### src/design/dll_rx_pkg.sv
package dll_rx_pkg;

    // ------------------------------------------------------------------------
    // widths
    // ------------------------------------------------------------------------
    localparam int PIPE_DATA_W = 256;                   // one pipe beat
    localparam int CREDIT_W    = 12;
    localparam int SEQ_W       = 12;
    localparam int TL_HDR_W    = 128;                   // np header to the TL

    // ------------------------------------------------------------------------
    // protocol constants
    // ------------------------------------------------------------------------
    localparam logic [15:0] DLLP_MARKER = 16'hACF0;     // bits 15:0 of a dllp beat
    localparam logic [15:0] CRC16_POLY  = 16'h100B;
    localparam logic [15:0] CRC16_INIT  = 16'hFFFF;
    localparam logic [3:0]  NP_TLP_TAG  = 4'hF;         // low nibble of an np tlp

    typedef enum logic [7:0] {
        DLLP_ACK       = 8'h00,
        DLLP_NAK       = 8'h10,
        DLLP_INIT1_P   = 8'h40,
        DLLP_INIT1_NP  = 8'h50,
        DLLP_INIT1_CPL = 8'h60,
        DLLP_FC_P      = 8'h80,
        DLLP_FC_NP     = 8'h90,
        DLLP_FC_CPL    = 8'hA0,
        DLLP_INIT2_P   = 8'hC0,
        DLLP_INIT2_NP  = 8'hD0,
        DLLP_INIT2_CPL = 8'hE0
    } dllp_type_e;

    typedef enum logic [1:0] {
        ACKNAK_NONE = 2'd0,
        ACKNAK_ACK  = 2'd1,
        ACKNAK_NAK  = 2'd2
    } acknak_kind_e;

    typedef enum logic [2:0] {
        TL_NONE   = 3'd0,
        TL_NP_HDR = 3'd3,
        TL_DONE   = 3'd7
    } tl_strobe_e;

    typedef enum logic [1:0] {DLLP_IDLE, DLLP_CRC_CHECK, DLLP_GET_DATA} dllp_state_e;

    typedef enum logic [1:0] {TLP_IDLE, TLP_SEQ_CHECK, TLP_SEND, TLP_DONE} tlp_state_e;

    // ------------------------------------------------------------------------
    // bundles
    // ------------------------------------------------------------------------
    typedef struct packed {
        logic [CREDIT_W-1:0] hdr_credit;
        logic [CREDIT_W-1:0] data_credit;
    } fc_credit_t;

    typedef struct packed {
        logic       valid;                              // one-cycle pulse
        fc_credit_t credit;
    } fc_update_t;

    typedef struct packed {
        logic                valid;
        logic [CREDIT_W-1:0] hdr_credit;                // np has no data credit here
    } np_update_t;

    typedef struct packed {
        acknak_kind_e     kind;
        logic [SEQ_W-1:0] seq_num;
    } acknak_t;

    typedef struct packed {
        tl_strobe_e          strobe;
        logic [TL_HDR_W-1:0] hdr;
    } tl_out_t;

endpackage

### src/design/dll_rx_top.sv
`timescale 1ns/1ps

module dll_rx_top (
    input  logic                               sclk,
    input  logic                               srst_n,
    input  logic                               pipe_valid_i,
    input  logic [dll_rx_pkg::PIPE_DATA_W-1:0] pipe_data_i,

    // ------------------------------------------------------------------------
    // flow control and ack/nak, from dllps
    // ------------------------------------------------------------------------
    output dll_rx_pkg::fc_credit_t             fc_limit_p_o,
    output dll_rx_pkg::fc_credit_t             fc_limit_cpl_o,
    output logic [dll_rx_pkg::CREDIT_W-1:0]    fc_limit_np_hdr_o,
    output logic                               init1_received_o,
    output logic                               init2_received_o,
    output dll_rx_pkg::fc_update_t             fc_update_p_o,
    output dll_rx_pkg::fc_update_t             fc_update_cpl_o,
    output dll_rx_pkg::np_update_t             fc_update_np_o,
    output dll_rx_pkg::acknak_t                acknak_o,

    // ------------------------------------------------------------------------
    // np tlp path
    // ------------------------------------------------------------------------
    output logic [dll_rx_pkg::SEQ_W-1:0]       next_rcv_seq_o,
    output logic                               nak_scheduled_o,
    output dll_rx_pkg::tl_out_t                tl_out_o
);

    logic tlp_beat_valid;                               // non-dllp beat this cycle

    dllp_decoder dllp_decoder_inst (
        .sclk              (sclk),
        .srst_n            (srst_n),
        .pipe_valid_i      (pipe_valid_i),
        .pipe_data_i       (pipe_data_i),
        .tlp_beat_valid_o  (tlp_beat_valid),
        .fc_limit_p_o      (fc_limit_p_o),
        .fc_limit_cpl_o    (fc_limit_cpl_o),
        .fc_limit_np_hdr_o (fc_limit_np_hdr_o),
        .init1_received_o  (init1_received_o),
        .init2_received_o  (init2_received_o),
        .fc_update_p_o     (fc_update_p_o),
        .fc_update_cpl_o   (fc_update_cpl_o),
        .fc_update_np_o    (fc_update_np_o),
        .acknak_o          (acknak_o)
    );

    tlp_seq_checker tlp_seq_checker_inst (
        .sclk             (sclk),
        .srst_n           (srst_n),
        .tlp_beat_valid_i (tlp_beat_valid),
        .pipe_data_i      (pipe_data_i),             // same beat, shared
        .next_rcv_seq_o   (next_rcv_seq_o),
        .nak_scheduled_o  (nak_scheduled_o),
        .tl_out_o         (tl_out_o)
    );

endmodule

### src/design/dllp_crc16.sv
`timescale 1ns/1ps

// CRC-16 over the 32-bit DLLP body, bit serial form unrolled into logic.
// Body bit 31 enters first.
module dllp_crc16 (
    input  logic [31:0] body_i,
    output logic [15:0] crc_o
);

    // ------------------------------------------------------------------------
    // 32 shift steps, msb first
    // ------------------------------------------------------------------------
    always_comb begin
        crc_o = dll_rx_pkg::CRC16_INIT;
        for (int i = 31; i >= 0; i--) begin
            if (crc_o[15] ^ body_i[i]) begin
                crc_o = {crc_o[14:0], 1'b0} ^ dll_rx_pkg::CRC16_POLY;  // feedback tap
            end
            else begin
                crc_o = {crc_o[14:0], 1'b0};
            end
        end
    end

    // the receiver compares the inverted result against bits 63:48,
    // so nothing is inverted here and a transmitter can reuse the block

endmodule

### src/design/dllp_decoder.sv
`timescale 1ns/1ps

module dllp_decoder (
    input  logic                               sclk,
    input  logic                               srst_n,
    input  logic                               pipe_valid_i,
    input  logic [dll_rx_pkg::PIPE_DATA_W-1:0] pipe_data_i,
    output logic                               tlp_beat_valid_o,
    output dll_rx_pkg::fc_credit_t             fc_limit_p_o,
    output dll_rx_pkg::fc_credit_t             fc_limit_cpl_o,
    output logic [dll_rx_pkg::CREDIT_W-1:0]    fc_limit_np_hdr_o,
    output logic                               init1_received_o,
    output logic                               init2_received_o,
    output dll_rx_pkg::fc_update_t             fc_update_p_o,
    output dll_rx_pkg::fc_update_t             fc_update_cpl_o,
    output dll_rx_pkg::np_update_t             fc_update_np_o,
    output dll_rx_pkg::acknak_t                acknak_o
);

    dll_rx_pkg::dllp_state_e             state_q;
    dll_rx_pkg::dllp_state_e             state_d;
    dll_rx_pkg::dllp_type_e              opcode;
    logic [63:16]                        dllp_q;        // captured dllp, marker dropped
    logic                                is_dllp;
    logic [15:0]                         crc;
    logic                                crc_ok;
    logic [dll_rx_pkg::CREDIT_W-1:0]     hdr_field;
    logic [dll_rx_pkg::CREDIT_W-1:0]     data_field;    // also ack/nak seq number
    logic                                init2_p_q;
    logic                                init2_np_q;
    logic                                init2_cpl_q;

    // ------------------------------------------------------------------------
    // beat routing
    // ------------------------------------------------------------------------
    assign is_dllp          = pipe_valid_i && (pipe_data_i[15:0] == dll_rx_pkg::DLLP_MARKER);
    assign tlp_beat_valid_o = pipe_valid_i && !is_dllp;        // everything else is a tlp

    always_ff @(posedge sclk) begin
        if (state_q == dll_rx_pkg::DLLP_IDLE && is_dllp) begin
            dllp_q <= pipe_data_i[63:16];
        end
    end

    dllp_crc16 dllp_crc16_inst (
        .body_i (dllp_q[47:16]),
        .crc_o  (crc)
    );

    assign crc_ok = (dllp_q[63:48] == ~crc);

    // field extraction
    assign opcode     = dll_rx_pkg::dllp_type_e'(dllp_q[23:16]);
    assign hdr_field  = {{(dll_rx_pkg::CREDIT_W-8){1'b0}}, dllp_q[29:24], dllp_q[39:38]};
    assign data_field = {dllp_q[35:32], dllp_q[47:40]};

    // ------------------------------------------------------------------------
    // FSM
    // ------------------------------------------------------------------------
    always_comb begin
        state_d = state_q;
        case (state_q)
            dll_rx_pkg::DLLP_IDLE: begin
                if (is_dllp) begin
                    state_d = dll_rx_pkg::DLLP_CRC_CHECK;
                end
            end
            dll_rx_pkg::DLLP_CRC_CHECK: begin
                state_d = crc_ok ? dll_rx_pkg::DLLP_GET_DATA : dll_rx_pkg::DLLP_IDLE;
            end
            default: begin
                state_d = dll_rx_pkg::DLLP_IDLE;                // get_data lasts one cycle
            end
        endcase
    end

    always_ff @(posedge sclk) begin
        if (!srst_n) begin
            state_q           <= dll_rx_pkg::DLLP_IDLE;
            fc_limit_p_o      <= '0;
            fc_limit_cpl_o    <= '0;
            fc_limit_np_hdr_o <= '0;
            init2_p_q         <= 1'b0;
            init2_np_q        <= 1'b0;
            init2_cpl_q       <= 1'b0;
            fc_update_p_o     <= '0;
            fc_update_cpl_o   <= '0;
            fc_update_np_o    <= '0;
            acknak_o          <= '0;
        end
        else begin
            state_q               <= state_d;
            fc_update_p_o.valid   <= 1'b0;                      // pulses last one cycle
            fc_update_cpl_o.valid <= 1'b0;
            fc_update_np_o.valid  <= 1'b0;
            acknak_o.kind         <= dll_rx_pkg::ACKNAK_NONE;
            if (state_q == dll_rx_pkg::DLLP_GET_DATA) begin
                case (opcode)
                    dll_rx_pkg::DLLP_INIT1_P: begin
                        fc_limit_p_o <= '{hdr_credit: hdr_field, data_credit: data_field};
                    end
                    dll_rx_pkg::DLLP_INIT1_NP: begin
                        fc_limit_np_hdr_o <= hdr_field;
                    end
                    dll_rx_pkg::DLLP_INIT1_CPL: begin
                        fc_limit_cpl_o <= '{hdr_credit: hdr_field, data_credit: data_field};
                    end
                    dll_rx_pkg::DLLP_INIT2_P:   init2_p_q   <= 1'b1;
                    dll_rx_pkg::DLLP_INIT2_NP:  init2_np_q  <= 1'b1;
                    dll_rx_pkg::DLLP_INIT2_CPL: init2_cpl_q <= 1'b1;
                    dll_rx_pkg::DLLP_FC_P: begin
                        fc_update_p_o <= '{valid: 1'b1,
                                           credit: '{hdr_credit: hdr_field,
                                                     data_credit: data_field}};
                    end
                    dll_rx_pkg::DLLP_FC_NP: begin
                        fc_update_np_o <= '{valid: 1'b1, hdr_credit: hdr_field};
                    end
                    dll_rx_pkg::DLLP_FC_CPL: begin
                        fc_update_cpl_o <= '{valid: 1'b1,
                                             credit: '{hdr_credit: hdr_field,
                                                       data_credit: data_field}};
                    end
                    dll_rx_pkg::DLLP_ACK: begin
                        acknak_o <= '{kind: dll_rx_pkg::ACKNAK_ACK, seq_num: data_field};
                    end
                    dll_rx_pkg::DLLP_NAK: begin
                        acknak_o <= '{kind: dll_rx_pkg::ACKNAK_NAK, seq_num: data_field};
                    end
                    default: ;                                  // unknown opcode, dropped
                endcase
            end
        end
    end

    // ------------------------------------------------------------------------
    // init status
    // ------------------------------------------------------------------------
    assign init1_received_o = (|fc_limit_p_o.hdr_credit) && (|fc_limit_p_o.data_credit) &&
                              (|fc_limit_np_hdr_o) &&
                              (|fc_limit_cpl_o.hdr_credit) && (|fc_limit_cpl_o.data_credit);
    assign init2_received_o = init2_p_q && init2_np_q && init2_cpl_q;  // flags are sticky

endmodule

### src/design/tlp_seq_checker.sv
`timescale 1ns/1ps

module tlp_seq_checker (
    input  logic                               sclk,
    input  logic                               srst_n,
    input  logic                               tlp_beat_valid_i,
    input  logic [dll_rx_pkg::PIPE_DATA_W-1:0] pipe_data_i,
    output logic [dll_rx_pkg::SEQ_W-1:0]       next_rcv_seq_o,
    output logic                               nak_scheduled_o,
    output dll_rx_pkg::tl_out_t                tl_out_o
);

    dll_rx_pkg::tlp_state_e            state_q;
    dll_rx_pkg::tlp_state_e            state_d;
    dll_rx_pkg::tl_strobe_e            strobe_q;
    logic                              is_np;
    logic [dll_rx_pkg::SEQ_W-1:0]      tlp_seq_q;       // seq of the captured tlp
    logic [dll_rx_pkg::TL_HDR_W-1:0]   tlp_hdr_q;
    logic [dll_rx_pkg::TL_HDR_W-1:0]   hdr_q;           // header as presented to the TL
    logic                              seq_match;

    assign is_np     = tlp_beat_valid_i && (pipe_data_i[3:0] == dll_rx_pkg::NP_TLP_TAG);
    assign seq_match = (tlp_seq_q == next_rcv_seq_o);

    // ------------------------------------------------------------------------
    // capture and header registers
    // ------------------------------------------------------------------------
    always_ff @(posedge sclk) begin
        if (state_q == dll_rx_pkg::TLP_IDLE && is_np) begin
            tlp_seq_q <= {pipe_data_i[19:16], pipe_data_i[31:24]};
            tlp_hdr_q <= pipe_data_i[159:32];
        end
        if (state_q == dll_rx_pkg::TLP_SEND) begin
            hdr_q <= tlp_hdr_q;                             // held through done
        end
    end

    // ------------------------------------------------------------------------
    // FSM
    // ------------------------------------------------------------------------
    always_comb begin
        state_d = state_q;
        case (state_q)
            dll_rx_pkg::TLP_IDLE: begin
                if (is_np) begin
                    state_d = dll_rx_pkg::TLP_SEQ_CHECK;    // beats while busy are dropped
                end
            end
            dll_rx_pkg::TLP_SEQ_CHECK: begin
                state_d = seq_match ? dll_rx_pkg::TLP_SEND : dll_rx_pkg::TLP_IDLE;
            end
            dll_rx_pkg::TLP_SEND: state_d = dll_rx_pkg::TLP_DONE;
            default:              state_d = dll_rx_pkg::TLP_IDLE;
        endcase
    end

    always_ff @(posedge sclk) begin
        if (!srst_n) begin
            state_q         <= dll_rx_pkg::TLP_IDLE;
            strobe_q        <= dll_rx_pkg::TL_NONE;
            next_rcv_seq_o  <= '0;
            nak_scheduled_o <= 1'b0;
        end
        else begin
            state_q <= state_d;
            case (state_q)
                dll_rx_pkg::TLP_SEQ_CHECK: begin
                    if (seq_match) begin
                        next_rcv_seq_o  <= next_rcv_seq_o + 1'b1;   // wraps at 12 bits
                        nak_scheduled_o <= 1'b0;
                    end
                    else begin
                        nak_scheduled_o <= 1'b1;                    // sticky until a good tlp
                    end
                end
                dll_rx_pkg::TLP_SEND: strobe_q <= dll_rx_pkg::TL_NP_HDR;
                dll_rx_pkg::TLP_DONE: strobe_q <= dll_rx_pkg::TL_DONE;
                default:              strobe_q <= dll_rx_pkg::TL_NONE;
            endcase
        end
    end

    assign tl_out_o = '{strobe: strobe_q, hdr: hdr_q};

endmodule

### config.mk
export PLATFORM = sky130hd
export DESIGN_NAME = dll_rx_top
export DESIGN_NICKNAME = d
export VERILOG_FILES = /design/src/design/dll_rx_pkg.sv /design/src/design/dll_rx_top.sv /design/src/design/dllp_crc16.sv /design/src/design/dllp_decoder.sv /design/src/design/tlp_seq_checker.sv
export SDC_FILE = /design/constraint.sdc
export NUM_CORES = 1
export LEC_CHECK = 0
export ABC_CLOCK_PERIOD_IN_PS = 16600
export BUFFER_PORTS_ARGS = -buffer_cell sky130_fd_sc_hd__clkbuf_2
export CAP_MARGIN = 20
export CORE_AREA = 2 2 213 215
export DETAILED_ROUTE_END_ITERATION = 8
export DIE_AREA = 0 0 215 217
export GPL_TIMING_DRIVEN = 0
export PLACE_DENSITY = 0.72
export SKIP_CTS_REPAIR_TIMING = 1
export SKIP_LAST_GASP = 1
export SLEW_MARGIN = 20
export SYNTH_ARGS = -nofsm -noshare
export SYNTH_HDL_FRONTEND = slang
export SYNTH_SLANG_ARGS = --single-unit
### constraint.sdc
create_clock -name sclk -period 16.6 [get_ports sclk]
set_input_delay 0.83 -clock sclk [delete_from_list [all_inputs] [get_ports sclk]]
set_output_delay 0.83 -clock sclk [all_outputs]
set_load 0.01 [all_outputs]
==> impl_results.md, run 1 <==
* Status: finished, final reports clean
* Fin cells at ~2200
* Starting Density at 37.3%
* Data required time at the worst endpoint at ~17 ns
* Setup WS post-layout at ~13 ns
* R2R setup slack at between 10 and 15 ns
* Netlist cell types at 52
* Cell Area, Synth at around 17000 µm²
* Num rows at between 70 and 80
* Fin nets at 1867
* Fin. max-slew vios at 0
* Core area at 44700 µm²
* Setup Viol. Count Final at 0
* Fmax at ~290 MHz
* Maximum number of pins on one net before global-route repair at 30
* Yosys reg bits at 451
* Sink Count at between 400 and 500
* Die W at 215 µm
* Worst reg2reg path startpoint: dllp_decoder_inst.dllp_q[40]
* Num CTS Buffers at between 40 and 50
* Slew @ Worst Pin at 1.02 ns
* Yosys warns at 0
* Setup WS pre-CTS at 12.93 ns
* Startpoint types: flop
* Crit path max fanout at 9
* Commonest non-fill, non-tap cell in the layout: clkbuf_2
* Post-Syn Instances at 1082
* Hold Path Class: input port to flop
* Most frequent cells in the layout: clkbuf_2, edfxtp_1, nand2_1
* Worst VDD drop at a little under 80 µV
* Max Cap Viol at 0
* Tcrit/Tclk final at about a fifth
* Antenna-violating nets left at 0
* Max-slew headroom at 31.4%
* Number of synthesized flops with an enable pin at roughly 320
* Die height at 217 µm
* Setup Crit Path Kind: flop to flop
* CTS tree: yes
* GP Congestion at a little under 0.9
* RSZ-0062 raised after global routing: false
* GRT overflow at 0
* Die area at ~47000 µm²
* PortBufs at 420
* Worst setup startpoint: dllp_decoder_inst.dllp_q[40]
* GRT Util Overall at just under 20%
* Routed wire length at between 40 and 50 mm
* Hold Violations, Final at 0
* Placed Cells at around 2200
* Crit path capture type: flop
* Worst setup path endpoint: dllp_decoder_inst.state_q[1]
* Clk_lat worst skew at between 0.5 and 0.6 ns
* Post-synthesis async set-or-reset flop share at 0%
* Final Critical Period at between 3 and 4 ns
* Drt initial violations at 661
* Power per cell area at 108 nW/µm²
* Initial antenna violation count at 3
* Seq/Total Area, Yosys at about three quarters
* CTS clk-pin slew, worst paths at 0.06 ns
* Leak Pwr at 8.52 nW
* Root Buffer: clkbuf_16
* Layout Skew at approximately 0.02 ns
* Synthesis-to-finish area growth at 29.5%
* Syn avg cell area at 15.4 µm²
* H-tree lvl count at 2
* Vias in the first global route at slightly above 10000
* Clock Tree Buf Depth at 3
* R2R depth at 10
* HPWL after DPL at 34.7 mm
* Pwr Total at 2.34 mW
* Routed length per instance at 20.6 µm
* Ports at about 540
* Vias per cell at between 4 and 5
* First-pass GRT wire length at roughly 67 mm
* First-pass DRT Iterations at 5
* Top_reg_cell synth: edfxtp_1
* Layout cells sized above 1 at between 30% and 40%
* DRC viols at 0
* Via Count at ~11000
* Data arrival, critical path at between 3 and 4 ns
* R2r endpoint: dllp_decoder_inst.state_q[1]
[cell usage after synthesis (all sizes together) (3+ instances only)]
cell type,count,share of area (%)
xnor2,77,4.8
a21oi,4,0.12
mux2i,29,1.7
nor3,4,0.12
nor4,16,0.60
nand3,11,0.33
nand4,4,0.15
nand4b,3,0.16
nor2,9,0.20
xor2,23,1.3
buf,38,1.7
o21ai,3,0.090
nand2,180,4.1
edfxtp,316,57
and2,17,0.64
a21boi,81,3.6
dfxtp,135,16
clkbuf,35,0.80
and3,13,0.49
xnor3,18,2.5
nor2b,35,1.3
xor3,7,1.0
[report_power, final]
part	total (mW)	leakage, nW	internal [mW]	switching [mW]
clock	1.09	0.799	0.643	0.449
sequential	1.20	3.93	1.20	0.00113
combinational	0.0428	3.78	0.0224	0.0204
[cell type report]
class	instances	area, µm²
flip-flops and latches	451	12200
inverters	1	3.75
clock inverters	31	335
repair buffers	452	2410
multi-input cells	580	4190
fillers	3901	23100
diodes	2	5.00
well taps	600	751
plain buffers	73	408
clock buffers	58	1300
[state kept, by name (all words and copies together) (netlist names), 14 cells and up]
register                           flops
dllp_decoder_inst.acknak_o            14
dllp_decoder_inst.dllp_q              48
dllp_decoder_inst.fc_limit_p_o        20
dllp_decoder_inst.fc_update_p_o       21
dllp_decoder_inst.fc_limit_cpl_o      20
tlp_seq_checker_inst.hdr_q           128
tlp_seq_checker_inst.tlp_hdr_q       128
dllp_decoder_inst.fc_update_cpl_o     21
[worst max-delay path, stage by stage (launching register included)]
cell       delay (ns)
edfxtp_1         0.34
buf_2            0.32
xor3_1           0.53
xnor3_1          0.46
xnor2_1          0.45
xnor2_1          0.15
xnor2_1          0.16
or2_1            0.23
a2111oi_2        0.38
o2111ai_1        0.17
a211oi_2         0.20
[layer usage]
layer | routed length, µm | track usage [%] | vias up
li1 | - | - | 4858
met1 | 19700 | 25.7 | 5117
met2 | 20700 | 30.2 | 482
met3 | 4260 | 6.35 | 86
met4 | 1540 | 6.94 | 2
met5 | 12 | 0 | -
[cells by family (layout without fill, tap and decap cells)]
family | Yosys count | in the layout | synth area share [%]
buf+inv | 74 | 615 | 2.47
xor+xnor | 125 | 125 | 9.57
compound gates | 96 | 96 | 4.33
mux | 29 | 29 | 1.74
simple gates | 305 | 305 | 8.67
other cells | 1 | 26 | 0.0225
fa+ha+maj | 1 | 1 | 0.0750
flops | 451 | 451 | 73.1
[how the worst min path moves through the flow]
stage / from / end / slack [ns] / cells past startpoint
detailed placement: tlp_seq_checker_inst.tlp_hdr_q[13] / tlp_seq_checker_inst.hdr_q[13] / 0.40 / 0
global placement: tlp_seq_checker_inst.tlp_hdr_q[100] / tlp_seq_checker_inst.hdr_q[100] / 0.40 / 0
finish: pipe_data_i[105] / tlp_seq_checker_inst.tlp_hdr_q[73] / 0.41 / 1
floorplan: tlp_seq_checker_inst.tlp_hdr_q[0] / tlp_seq_checker_inst.hdr_q[0] / 0.40 / 0
global route: pipe_data_i[105] / tlp_seq_checker_inst.tlp_hdr_q[73] / 0.38 / 1
CTS: pipe_data_i[157] / tlp_seq_checker_inst.tlp_hdr_q[125] / 0.38 / 1
[through the flow]
step / hold WS [ns] / cell area [µm²] / TNS [ns] / util [%]
after detailed placement: 0.405 / 19900 / 0 / 44.6
after global placement: 0.401 / 19600 / -756.15 / 43.9
after global routing: 0.383 / 21600 / 0 / 48.3
after floorplan: 0.400 / 16800 / 0 / -
final: 0.411 / 21600 / 0 / 48.3
after CTS: 0.378 / 21600 / 0 / 48.3
No activity file was read; power rests on OpenSTA's default activity.
==> run 2, diff against run 1 <==
--- a/config.mk
+++ b/config.mk
@@ -5,7 +5,7 @@
 export SDC_FILE = /design/constraint.sdc
 export NUM_CORES = 1
 export LEC_CHECK = 0
-export ABC_CLOCK_PERIOD_IN_PS = 16600
+export ABC_CLOCK_PERIOD_IN_PS = 3400
 export BUFFER_PORTS_ARGS = -buffer_cell sky130_fd_sc_hd__clkbuf_2
 export CAP_MARGIN = 20
 export CORE_AREA = 2 2 213 215
==> constraint.sdc (replaced) <==
create_clock -name sclk -period 3.4 [get_ports sclk]
set_input_delay 0.17 -clock sclk [delete_from_list [all_inputs] [get_ports sclk]]
set_output_delay 0.17 -clock sclk [all_outputs]
set_load 0.01 [all_outputs]
==> run 2 against run 1 <==
Against the previous run:
- die area stayed put
- largest power group unchanged
- non-clock buffer count is 147 higher
- first-iteration DRC count is 8.0% higher
- largest cell class unchanged
- cell area is 7.5% higher
- critical endpoint unchanged
==> impl_results.md, run 2 (synthesis results as in run 1) <==
* Worst reg2reg path startpoint: dllp_decoder_inst.dllp_q[32]
* Root Buffer: clkbuf_16
* Fin nets at 2014 (+7.9%)
* Routed length per instance at 19.9 µm (-3.3%)
* Setup WS pre-CTS at -0.0594 ns (-12.99 ns)
* Max Cap Viol at 0 (unchanged)
* Flop pwr share at 51.3% (-0.2 points)
* Worst VDD drop at 423 µV (+450%)
* Starting Density at 37.3% (unchanged)
* Layout Skew at 0.0233 ns (+0.00326 ns)
* Die W at 215 µm (unchanged)
* Finished Cell Area at 23200 µm² (+7.5%)
* Fin. max-slew vios at 0 (unchanged)
* Most frequent cells in the layout: clkbuf_2, edfxtp_1, nand2_1
* Routed wire length at 47.6 mm (+3.0%)
* Clock Tree Buf Depth at 3 (unchanged)
* Sink Count at 451 (unchanged)
* Data required time at the worst endpoint at 3.91 ns (-13.20 ns)
* GRT Util Overall at 19.0% (-0.44 points)
* Hold Path Class: input port to flop
* Post-layout util at 52.0% (+3.6 points)
* Status: finished, final reports clean
* Comb power frac at 3.1% (+1.3 points)
* Switch Pwr at 2.31 mW (+390%)
* GRT overflow at 0 (unchanged)
* Maximum number of pins on one net before global-route repair at 30 (unchanged)
* Placed Cells at 2146 (-0.51%)
* Startpoint types: flop
* Min-Delay Endpoint: tlp_seq_checker_inst.state_q[0]
* Fin cells at 2395 (+6.5%)
* Internal cell power at 9.14 mW (+390%)
* Power per cell area at 493 nW/µm² (+360%)
* Crit path capture type: flop
* Synthesis-to-finish area growth at 39.3%
* Hold Crit Depth at 4 (+3)
* Antenna-violating nets left at 0 (unchanged)
* First-pass GRT wire length at 65.4 mm (-2.0%)
* Max-slew headroom at 38.0% (+6.6 points)
* Setup Crit Path Kind: flop to flop
* Initial antenna violation count at 7 (+4)
* Tcrit/Tclk final at 97.2% (+76 points)
* Num rows at 78 (unchanged)
* CTS clk-pin slew, worst paths at 0.06 ns (about the same)
* PortBufs at 420 (unchanged)
* Data arrival, critical path at 3.81 ns (-0.16 ns)
* Die height at 217 µm (unchanged)
* Clk_lat worst skew at 0.59 ns (about the same)
* Hold Violations, Final at 0 (unchanged)
* GP Congestion at 0.859 (-2.8%)
* Core area at 44700 µm² (unchanged)
* R2r endpoint: dllp_decoder_inst.state_q[1]
* First-pass DRT Iterations at 5 (unchanged)
* Setup Viol. Count Final at 0 (unchanged)
* CTS tree: yes
* Slew @ Worst Pin at 0.921 ns (-0.0981 ns)
* R2R depth at 9 (-1)
* Layout cells sized above 1 at 34.0% (-2.1 points)
* Fill count at 3703 (-5.1%)
* Final Critical Period at 3.30 ns (-0.153 ns)
* DP Area at 19900 µm² (-0.13%)
* Fmax at 303 MHz (+4.6%)
* Ports at 542 (unchanged)
* H-tree lvl count at 2 (unchanged)
* Vias in the first global route at 10600 (+2.1%)
* HPWL after DPL at 33.7 mm (-2.9%)
* Min-delay src: pipe_data_i[2]
* Setup WS post-layout at 0.0968 ns (-13.05 ns)
* Leak Pwr at 9.14 nW (+7.3%)
* Num CTS Buffers at 48 (unchanged)
* Sw frac at 20.2% (+0.058 points)
* Clock power share at 45.6% (-1.1 points)
* Via Count at 11100 (+4.8%)
* DRC viols at 0 (unchanged)
* Crit path max fanout at 6 (-3)
* Largest regs: tlp_seq_checker_inst.hdr_q: 128 flops, tlp_seq_checker_inst.tlp_hdr_q: 128 flops, dllp_decoder_inst.dllp_q: 48 flops
* Vias per cell at 4.61 (-1.6%)
* R2R setup slack at 0.1 ns (-13.05 ns)
* Die area at 46700 µm² (unchanged)
* Drt initial violations at 714 (+8.0%)
* Commonest non-fill, non-tap cell in the layout: clkbuf_2
[run 2: final cells by class]
type / instances / area [µm²] / share of cell area [%]
tap: 600 / 751 / 3.23
clock inverter: 27 / 278 / 1.20
sequential: 451 / 12200 / 52.5
clock buffer: 62 / 1320 / 5.67
antenna: 2 / 5.00 / 0.0216
multi-input combinational: 580 / 4310 / 18.6
inverter: 1 / 3.75 / 0.0162
buffer: 73 / 429 / 1.85
timing repair buffer: 599 / 3930 / 16.9
[run 2: worst max-delay path, cell delays in order (launching register included)]
cell and delay, ns:
edfxtp_1 0.62, xor3_2 0.50, xnor3_1 0.26, xnor3_2 0.46, xnor2_2 0.18, xnor2_2 0.20, or2_1 0.29, a2111oi_4 0.35
o2111ai_1 0.17, a211oi_2 0.20
[run 2: worst max-delay path by stage]
stage	cells past startpoint	startpoint	slack (ns)	to
global placement	3	pipe_data_i[3]	-4.13	tlp_seq_checker_inst.tlp_hdr_q[7]
global route	10	dllp_decoder_inst.dllp_q[44]	-0.04	dllp_decoder_inst.state_q[1]
finish	9	dllp_decoder_inst.dllp_q[32]	0.1	dllp_decoder_inst.state_q[1]
floorplan	1	tlp_seq_checker_inst.state_q[1]	-1.90	tlp_seq_checker_inst.tlp_hdr_q[0]
CTS	10	dllp_decoder_inst.dllp_q[40]	-0.09	dllp_decoder_inst.state_q[1]
detailed placement	10	dllp_decoder_inst.dllp_q[40]	-0.06	dllp_decoder_inst.state_q[1]
[run 2: power groups by stage]
| stage | logic (mW) | clock network, mW | registers, mW |
|---|---|---|---|
| 6_report | 0.350 | 5.22 | 5.87 |
| 5_1_grt | 0.378 | 5.54 | 5.87 |
| 4_1_cts | 0.208 | 5.33 | 5.87 |
| 3_5_place_dp | 0.206 | 0 | 5.99 |
| 3_3_place_gp | 0.196 | 0 | 5.99 |
| 2_1_floorplan | 0.0762 | 0 | 5.99 |
[run 2: routing by layer]
metal / share of wire, % / track usage [%] / vias to the layer above
met3: 8.8 / 6.42 / 93
met4: 3.1 / 7.47 / 10
met5: 0.13 / 0 / -
li1: - / - / 5138
met2: 45 / 28.8 / 445
met1: 43 / 25.3 / 5364
[run 2: per-stage QoR]
step	setup TNS, ns	hold WS (ns)	power [mW]
2_1_floorplan	-369.48	0.269	6.07
3_3_place_gp	-933.81	0.347	6.19
3_5_place_dp	-0.0594	0.349	6.20
4_1_cts	-0.0856	-0.285	11.4
5_1_grt	-0.0435	0.121	11.8
6_report	0	0.106	11.4
